==> src/btb_defs.svh <==
// Branch target buffer sizing

`ifndef BTB_DEFS_SVH
`define BTB_DEFS_SVH

// Fully associative, one tag compare per entry
`define BTB_ENTRY_NUM 16

// Fetch and branch address width
`define BTB_PC_WIDTH 40

// Low PC bits kept as tag and as stored target.
// The upper bits always come from the fetch PC.
`define BTB_TAG_WIDTH 16

`endif

==> src/btb_pc_pkg.sv <==
// Branch target buffer address types

`include "btb_defs.svh"

package btb_pc_pkg;

  // Full fetch or branch PC
  typedef logic [`BTB_PC_WIDTH-1:0] pc_t;

  // Low address bits, used for tag compare and stored target
  typedef logic [`BTB_TAG_WIDTH-1:0] tag_t;

  // Upper PC bits taken from the fetch PC on a prediction
  typedef logic [`BTB_PC_WIDTH-`BTB_TAG_WIDTH-1:0] pc_hi_t;

endpackage

==> src/btb_ctrl_pkg.sv <==
// Branch target buffer control structures

`include "btb_defs.svh"

package btb_ctrl_pkg;

  // One bit per buffer entry
  typedef logic [`BTB_ENTRY_NUM-1:0] entry_vec_t;

  // Fetch request from the fetch controller
  typedef struct packed {
    logic              inst_fetch;
    logic              grant;
    logic              stall;
    btb_pc_pkg::pc_t   ifpc;
  } btb_fetch_t;

  // Branch update from predecode
  typedef struct packed {
    logic              upd_vld;
    logic              mis_pred;
    btb_pc_pkg::pc_t   cur_pc;
    btb_pc_pkg::pc_t   tar_pc;
  } btb_upd_t;

  // Predecode and controller feedback on the held target
  typedef struct packed {
    logic              pred_chgflw_vld;
    logic              ctrl_chgflw_vld;
    logic              inst_vld;
    logic              stall;
  } btb_pred_fb_t;

  // Write data broadcast to every entry
  typedef struct packed {
    btb_pc_pkg::tag_t  tag;
    btb_pc_pkg::tag_t  tgt;
  } btb_entry_wr_t;

endpackage

==> src/btb_entry.sv <==
// Branch target buffer entry

`timescale 1ns/1ps

module btb_entry (
  input  logic                      btb_clk,
  input  logic                      cpurst_b,
  input  btb_ctrl_pkg::btb_entry_wr_t wr,
  input  logic                      upd,
  input  logic                      clr,
  input  btb_pc_pkg::tag_t          rd_tag,
  output logic                      rd_hit,
  output logic                      wr_hit,
  output btb_pc_pkg::tag_t          tgt
);

  logic              entry_vld;
  btb_pc_pkg::tag_t  entry_tag;
  btb_pc_pkg::tag_t  entry_tgt;

  //--------------------------------------------------------------------------
  // Entry state
  //--------------------------------------------------------------------------
  // Clear beats update on the same edge
  always_ff @(posedge btb_clk or negedge cpurst_b)
  begin
    if (!cpurst_b)
      entry_vld <= 1'b0;
    else if (clr)
      entry_vld <= 1'b0;
    else if (upd)
      entry_vld <= 1'b1;
  end

  // Tag and target only matter while valid
  always_ff @(posedge btb_clk)
  begin
    if (upd)
    begin
      entry_tag <= wr.tag;
      entry_tgt <= wr.tgt;
    end
  end

  //--------------------------------------------------------------------------
  // Tag compare
  //--------------------------------------------------------------------------
  // Fetch side lookup
  assign rd_hit = entry_vld && (entry_tag == rd_tag);

  // Update side lookup, drives replace and mispredict clear
  assign wr_hit = entry_vld && (entry_tag == wr.tag);

  assign tgt = entry_tgt;

endmodule

==> src/btb_write_ctrl.sv <==
// Branch target buffer write control

`timescale 1ns/1ps

`include "btb_defs.svh"

module btb_write_ctrl (
  input  logic                        btb_clk,
  input  logic                        cpurst_b,
  input  btb_ctrl_pkg::btb_upd_t      upd,
  input  logic                        btb_en,
  input  logic                        btb_clr,
  input  btb_ctrl_pkg::entry_vec_t    wr_hit,
  output btb_ctrl_pkg::btb_entry_wr_t entry_wr,
  output btb_ctrl_pkg::entry_vec_t    entry_upd,
  output btb_ctrl_pkg::entry_vec_t    entry_clr
);

  logic                      wr_hit_vld;
  logic                      upd_vld_en;
  logic                      clr_one;
  logic                      replace;
  btb_ctrl_pkg::entry_vec_t  fifo_ptr;

  assign wr_hit_vld = |wr_hit;

  //--------------------------------------------------------------------------
  // Clear decode
  //--------------------------------------------------------------------------
  // Mispredict drops only the matching entry
  assign clr_one = upd.mis_pred && btb_en && wr_hit_vld;

  // Global clear hits every entry
  assign entry_clr = ({`BTB_ENTRY_NUM{clr_one}} & wr_hit)
                   | {`BTB_ENTRY_NUM{btb_clr}};

  //--------------------------------------------------------------------------
  // Update decode
  //--------------------------------------------------------------------------
  assign upd_vld_en = upd.upd_vld && btb_en;

  // Existing tag is rewritten in place, otherwise take the FIFO slot
  assign replace = upd_vld_en && wr_hit_vld;

  assign entry_upd = replace ? wr_hit
                             : ({`BTB_ENTRY_NUM{upd_vld_en}} & fifo_ptr);

  assign entry_wr.tag = upd.cur_pc[`BTB_TAG_WIDTH-1:0];
  assign entry_wr.tgt = upd.tar_pc[`BTB_TAG_WIDTH-1:0];

  //--------------------------------------------------------------------------
  // Round-robin replacement pointer
  //--------------------------------------------------------------------------
  // Rotates on an allocating update; a mispredict clear points
  // it at the freed entry so that slot gets reused first
  always_ff @(posedge btb_clk or negedge cpurst_b)
  begin
    if (!cpurst_b)
      fifo_ptr <= btb_ctrl_pkg::entry_vec_t'(1);
    else if (upd_vld_en && !wr_hit_vld)
      fifo_ptr <= {fifo_ptr[`BTB_ENTRY_NUM-2:0], fifo_ptr[`BTB_ENTRY_NUM-1]};
    else if (clr_one)
      fifo_ptr <= wr_hit;
  end

  // Tags are unique across entries, so the reloaded hit vector stays one-hot
  ap_fifo_onehot: assert property (
    @(posedge btb_clk) disable iff (!cpurst_b)
    $onehot(fifo_ptr)
  ) else $error("btb fifo pointer not one-hot: %h", fifo_ptr);

endmodule

==> src/btb_read_pred.sv <==
// Branch target buffer read and predict stage

`timescale 1ns/1ps

`include "btb_defs.svh"

module btb_read_pred (
  input  logic                       btb_clk,
  input  logic                       cpurst_b,
  input  btb_ctrl_pkg::btb_fetch_t   fetch,
  input  logic                       mis_pred,
  input  logic                       btb_en,
  input  logic                       iu_tar_pc_vld,
  input  btb_ctrl_pkg::btb_pred_fb_t fb,
  input  btb_ctrl_pkg::entry_vec_t   rd_hit,
  input  btb_pc_pkg::tag_t           tgt_vec [`BTB_ENTRY_NUM],
  output btb_pc_pkg::pc_t            pcgen_tar_pc,
  output btb_pc_pkg::pc_t            pred_tar_pc,
  output logic                       pred_tar_vld,
  output logic                       chgflw_vld
);

  logic                      rd_hit_vld;
  logic                      fetch_acc;
  logic                      pred_flop;
  logic                      chgflw_set;
  logic                      tar_vld;
  btb_ctrl_pkg::entry_vec_t  hit_flop;
  btb_pc_pkg::tag_t          hit_tgt;
  btb_pc_pkg::pc_hi_t        ifpc_hi;
  btb_pc_pkg::pc_t           tar_pc;

  //--------------------------------------------------------------------------
  // Hit capture
  //--------------------------------------------------------------------------
  assign rd_hit_vld = |rd_hit;

  // Granted fetch that hits, no mispredict in flight, not stalled
  assign fetch_acc = fetch.inst_fetch && fetch.grant && rd_hit_vld
                  && !mis_pred && !fetch.stall;

  always_ff @(posedge btb_clk or negedge cpurst_b)
  begin
    if (!cpurst_b)
      hit_flop <= '0;
    else if (fetch_acc)
      hit_flop <= rd_hit;
  end

  // One cycle change of flow after an accepted hit
  // A redirect from the IU on the same edge takes priority
  always_ff @(posedge btb_clk or negedge cpurst_b)
  begin
    if (!cpurst_b)
      pred_flop <= 1'b0;
    else
      pred_flop <= fetch_acc && btb_en && !iu_tar_pc_vld;
  end

  //--------------------------------------------------------------------------
  // Target select
  //--------------------------------------------------------------------------
  // OR of the one-hot selected targets
  always_comb
  begin
    hit_tgt = '0;
    for (int i = 0; i < `BTB_ENTRY_NUM; i++)
    begin
      if (hit_flop[i])
        hit_tgt = hit_tgt | tgt_vec[i];
    end
  end

  assign ifpc_hi      = fetch.ifpc[`BTB_PC_WIDTH-1:`BTB_TAG_WIDTH];
  assign pcgen_tar_pc = {ifpc_hi, hit_tgt};

  //--------------------------------------------------------------------------
  // Held target for predecode
  //--------------------------------------------------------------------------
  // Only held when nobody else redirected in the same cycle
  assign chgflw_set = pred_flop && !fb.pred_chgflw_vld && !fb.ctrl_chgflw_vld;

  always_ff @(posedge btb_clk or negedge cpurst_b)
  begin
    if (!cpurst_b)
      tar_vld <= 1'b0;
    else if (fb.ctrl_chgflw_vld)
      tar_vld <= 1'b0;
    else if (chgflw_set)
      tar_vld <= 1'b1;
    else if (tar_vld && fb.inst_vld && !fb.stall)
      tar_vld <= 1'b0;
  end

  always_ff @(posedge btb_clk)
  begin
    if (chgflw_set)
      tar_pc <= pcgen_tar_pc;
  end

  assign pred_tar_vld = tar_vld;
  assign pred_tar_pc  = tar_pc;
  assign chgflw_vld   = pred_flop;

  // Entry tags are unique, so at most one entry can have matched
  ap_hit_onehot0: assert property (
    @(posedge btb_clk) disable iff (!cpurst_b)
    $onehot0(hit_flop)
  ) else $error("btb hit register has multiple bits set: %h", hit_flop);

endmodule

==> src/btb_top.sv <==
// Branch target buffer top level

`timescale 1ns/1ps

`include "btb_defs.svh"

module btb_top (
  input  logic                       btb_clk,
  input  logic                       cpurst_b,
  input  btb_ctrl_pkg::btb_fetch_t   fetch,
  input  btb_ctrl_pkg::btb_upd_t     upd,
  input  btb_ctrl_pkg::btb_pred_fb_t fb,
  input  logic                       iu_tar_pc_vld,
  input  logic                       btb_en,
  input  logic                       btb_clr,
  output btb_pc_pkg::pc_t            pcgen_tar_pc,
  output logic                       pred_tar_vld,
  output btb_pc_pkg::pc_t            pred_tar_pc,
  output logic                       chgflw_vld
);

  btb_ctrl_pkg::btb_entry_wr_t  entry_wr;
  btb_ctrl_pkg::entry_vec_t     entry_upd;
  btb_ctrl_pkg::entry_vec_t     entry_clr;
  btb_ctrl_pkg::entry_vec_t     rd_hit;
  btb_ctrl_pkg::entry_vec_t     wr_hit;
  btb_pc_pkg::tag_t             tgt_vec [`BTB_ENTRY_NUM];

  //--------------------------------------------------------------------------
  // Write port
  //--------------------------------------------------------------------------
  btb_write_ctrl u_write_ctrl (
    .btb_clk   (btb_clk),
    .cpurst_b  (cpurst_b),
    .upd       (upd),
    .btb_en    (btb_en),
    .btb_clr   (btb_clr),
    .wr_hit    (wr_hit),
    .entry_wr  (entry_wr),
    .entry_upd (entry_upd),
    .entry_clr (entry_clr)
  );

  //--------------------------------------------------------------------------
  // Entries
  //--------------------------------------------------------------------------
  for (genvar i = 0; i < `BTB_ENTRY_NUM; i++)
  begin : g_entry
    btb_entry u_entry (
      .btb_clk  (btb_clk),
      .cpurst_b (cpurst_b),
      .wr       (entry_wr),
      .upd      (entry_upd[i]),
      .clr      (entry_clr[i]),
      .rd_tag   (fetch.ifpc[`BTB_TAG_WIDTH-1:0]),
      .rd_hit   (rd_hit[i]),
      .wr_hit   (wr_hit[i]),
      .tgt      (tgt_vec[i])
    );
  end

  //--------------------------------------------------------------------------
  // Read port and prediction
  //--------------------------------------------------------------------------
  btb_read_pred u_read_pred (
    .btb_clk       (btb_clk),
    .cpurst_b      (cpurst_b),
    .fetch         (fetch),
    .mis_pred      (upd.mis_pred),
    .btb_en        (btb_en),
    .iu_tar_pc_vld (iu_tar_pc_vld),
    .fb            (fb),
    .rd_hit        (rd_hit),
    .tgt_vec       (tgt_vec),
    .pcgen_tar_pc  (pcgen_tar_pc),
    .pred_tar_pc   (pred_tar_pc),
    .pred_tar_vld  (pred_tar_vld),
    .chgflw_vld    (chgflw_vld)
  );

endmodule

==> config.mk <==
export PLATFORM = sky130hd
export DESIGN_NAME = btb_top
export DESIGN_NICKNAME = d
export VERILOG_FILES = /design/src/btb_pc_pkg.sv /design/src/btb_ctrl_pkg.sv /design/src/btb_entry.sv /design/src/btb_write_ctrl.sv /design/src/btb_read_pred.sv /design/src/btb_top.sv
export VERILOG_INCLUDE_DIRS = /design/src /design/src/src
export SDC_FILE = /design/constraint.sdc
export NUM_CORES = 1
export LEC_CHECK = 0
export BUFFER_PORTS_ARGS = -buffer_cell sky130_fd_sc_hd__buf_4
export CAP_MARGIN = 20
export CORE_ASPECT_RATIO = 0.7
export CORE_MARGIN = 4
export CORE_UTILIZATION = 54
export DETAILED_ROUTE_END_ITERATION = 7
export GPL_ROUTABILITY_DRIVEN = 0
export PLACE_DENSITY = 0.8
export SLEW_MARGIN = 20
export SYNTH_ARGS = -nofsm -noshare
export SYNTH_HDL_FRONTEND = slang
export SYNTH_HIERARCHICAL = 1
export SYNTH_SLANG_ARGS = --single-unit
==> constraint.sdc <==
create_clock -name btb_clk -period 3.7 [get_ports btb_clk]
set_input_delay 0.37 -clock btb_clk [delete_from_list [all_inputs] [get_ports btb_clk]]
set_output_delay 0.37 -clock btb_clk [all_outputs]
set_load 0.02 [all_outputs]
==> metrics.cfg <==
[run_status]
status=finished, final reports clean

[layout]
layout_common_cells=edfxtp_1 (552), xnor2_1 (384), buf_4 (222), xor2_1 (128), nand4_1 (113)
n_fill_cell=3326
final_cells=2641
antenna_cells=0
syn2layout_area_growth_pct=16.8
mostFrequentLayoutCell=edfxtp_1
drive_gt1_share_pct=21.0
final_area_mm2=0.0311
utilization_pct=64.4
fin_nets=2074

[synthesis]
ys_seq_elements=602
ys_seq_area_share_pct=66.9
yosys.area.top_type_share_pct=62.2
synth-simple-area-share_pct=6.79
synthTopCellsByArea=edfxtp_1 (62%), xnor2_1 (13%), dfrtp_1 (4.6%)
synth_top_family_by_area=XOR/XNOR gates
synth_top_area_cell=edfxtp_1
synth_cells=1719
synth.distinct_cells=34
synth_compound_area_share_pct=6.05
synth_fa_ha_area_share_pct=0
synth-edff-count=552
syn_nets=1853
synthArstFlopShare_pct=8.31
ys_warn_count=6
synthFlopType=edfxtp_1
synth.mux.area_fraction_pct=0.803
syn_area_mm2=0.0266
synth-xor-area-share_pct=16.8
synth.avg_cell_area_um2=15.5

[sta]
holdWs_ps=33.2
fin_ws_ps=379
hold_viol_final=0
min_period_ps=3320
min_period_over_period_pct=89.8
worst_pin_slew_ps=1080
fmax_mhz=301
finClkSkew_ps=51.9
final.setup.tns_ps=0
grt_setup_unrepaired=false
maxSlewHeadroom_pct=28.0
drv_slew=0
setup_viol=0

[clocking]
clkTransAtPathRegs_ps=80
cts-resized-gates=0
cts.sink_count=602
cts_buffers=55
cts_tree=yes
post-cts-setup-buffers=0
holdBufCountCts=26
htree_levels=2
cts_root_buf=clkbuf_16
worstSkewPairLatency_ps=630
clockBufferDepth=3

[power_and_ir_drop]
total_power_mw=15.6
internal_power_mw=11.8
power_frac_seq_pct=52.6
p_leak_nw=10.4
vdd_drop_max_v=0.000444
swShare_pct=24.5
combPwrFrac_pct=10.2
power_switching_mw=3.81
power.density_mw_per_mm2=501
pwr-share-clk_pct=37.2

[grt]
grt_pass1_vias=16400
antenna_found_initial=1
grt_max_degree=51
grt_pass1_wl_mm=106
overflow=0
grt_use_total_pct=26.7

[floorplanning]
std_cell_rows=67
start_util_pct=55.2
core_mm2=0.0483
die_w_um=274
io_pins=216
die_area_mm2=0.0530
die_h_um=194

[place]
dp_hpwl_mm=42.7
dp.cells=2512
place_area_mm2=0.0290
io_buffers=167
dp_slack_ps=66.4

[worst_setup_path]
critPathKind=register to register
critPathLaunchType=register
critPathCaptureType=register
critPathMaxFanout=33
crit_required_ps=4160
cp_data_arrival_time_ps=3790

[routing]
drc_errors=0
drt_iter0_drc=2012
totalWireLength_mm=72.1
vias=16200
wire_per_inst_um=27.3
vias_per_cell=6.14
drtPass1Iterations=7
ant_nets=0

[hold_path]
hold_class=primary input to register

[flow_run]
drv_cap=0

cells by family after synthesis:
kind of cell    after synthesis
buf+inv                     119
xor+xnor                    512
compound gates              195
mux                          16
simple gates                275
flops                       602
synthesized netlist by cell type (2+ instances only):
library cell,number
nor4_2,32
nor4_1,36
mux2_2,7
xnor2_1,384
clkbuf_1,38
edfxtp_1,552
mux2_4,9
nor2_1,49
a21o_1,16
inv_1,17
a221oi_1,64
a21oi_1,22
nand2_1,34
buf_4,59
xor2_1,128
nand4_1,113
a22o_1,64
a21oi_2,10
buf_2,2
o32ai_1,16
nand4_4,2
dfrtp_1,49
nor4_4,4
nor3b_1,2
power by group through the flow:
stage | sequential (mW) | combinational, mW | clock, mW
global route | 8.24 | 1.69 | 6.15
global placement | 8.31 | 1.49 | 0
floorplan | 8.29 | 0.933 | 0
CTS | 8.20 | 1.57 | 5.83
finish | 8.20 | 1.59 | 5.80
detailed placement | 8.34 | 1.54 | 0
state kept, by name, indices dropped and copies added (netlist names):
signal	count
g_entry.u_entry/entry_vld	16
u_read_pred/pred_tar_pc	40
u_read_pred/chgflw_vld	1
g_entry.u_entry/entry_tag	256
u_write_ctrl/fifo_ptr	16
g_entry.u_entry/tgt	256
u_read_pred/hit_flop	16
u_read_pred/pred_tar_vld	1
area by class of cell:
class                      count  area [um2]  area share (%)
inverter                      17        63.8           0.205
clock buffer                  67        1470            4.73
multi-input combinational    998        8260            26.5
tap                          655         820            2.63
clock inverter                36         382            1.23
timing repair buffer         266        2290            7.35
sequential                   602       17800            57.3
worst max-delay path, cell delays in order, from the launching register on:
cell	delay [ps]
edfxtp_1	420
xor2_1	160
nor4_1	550
nand4_1	200
nor4_2	460
nor4_4	110
and4_1	440
a21oi_1	350
nor2_4	60
buf_12	210
nor2_1	130
nor2_1	80
final timing paths:
path,from,endpoint,slack (ps),depth (start not counted)
worst max register to register,g_entry[7].u_entry/entry_tag[14]$_DFFE_PP_,g_entry[8].u_entry/entry_vld$_DFFE_PN0P_,380,11
worst max-delay path,g_entry[7].u_entry/entry_tag[14]$_DFFE_PP_,g_entry[8].u_entry/entry_vld$_DFFE_PN0P_,380,11
worst min-delay path,upd[4],g_entry[9].u_entry/tgt[4]$_DFFE_PP_,30,1
worst min register to register,u_write_ctrl/fifo_ptr[0]$_DFFE_PN1P_,u_write_ctrl/fifo_ptr[0]$_DFFE_PN1P_,490,2
max in group asynchronous,cpurst_b,g_entry[6].u_entry/entry_vld$_DFFE_PN0P_,2710,2
min in group asynchronous,cpurst_b,g_entry[0].u_entry/entry_vld$_DFFE_PN0P_,400,2
routing by layer:
metal	GRT usage (%)	part of all wire (%)	wire [um]	up-vias
li1	-	-	-	6936
met1	37.8	39	28300	8099
met2	40.5	45	32600	1034
met3	7.77	13	9250	151
met4	7.56	2.8	2010	2
met5	0	0.018	13	-
Power figures use the tool's default switching activity.
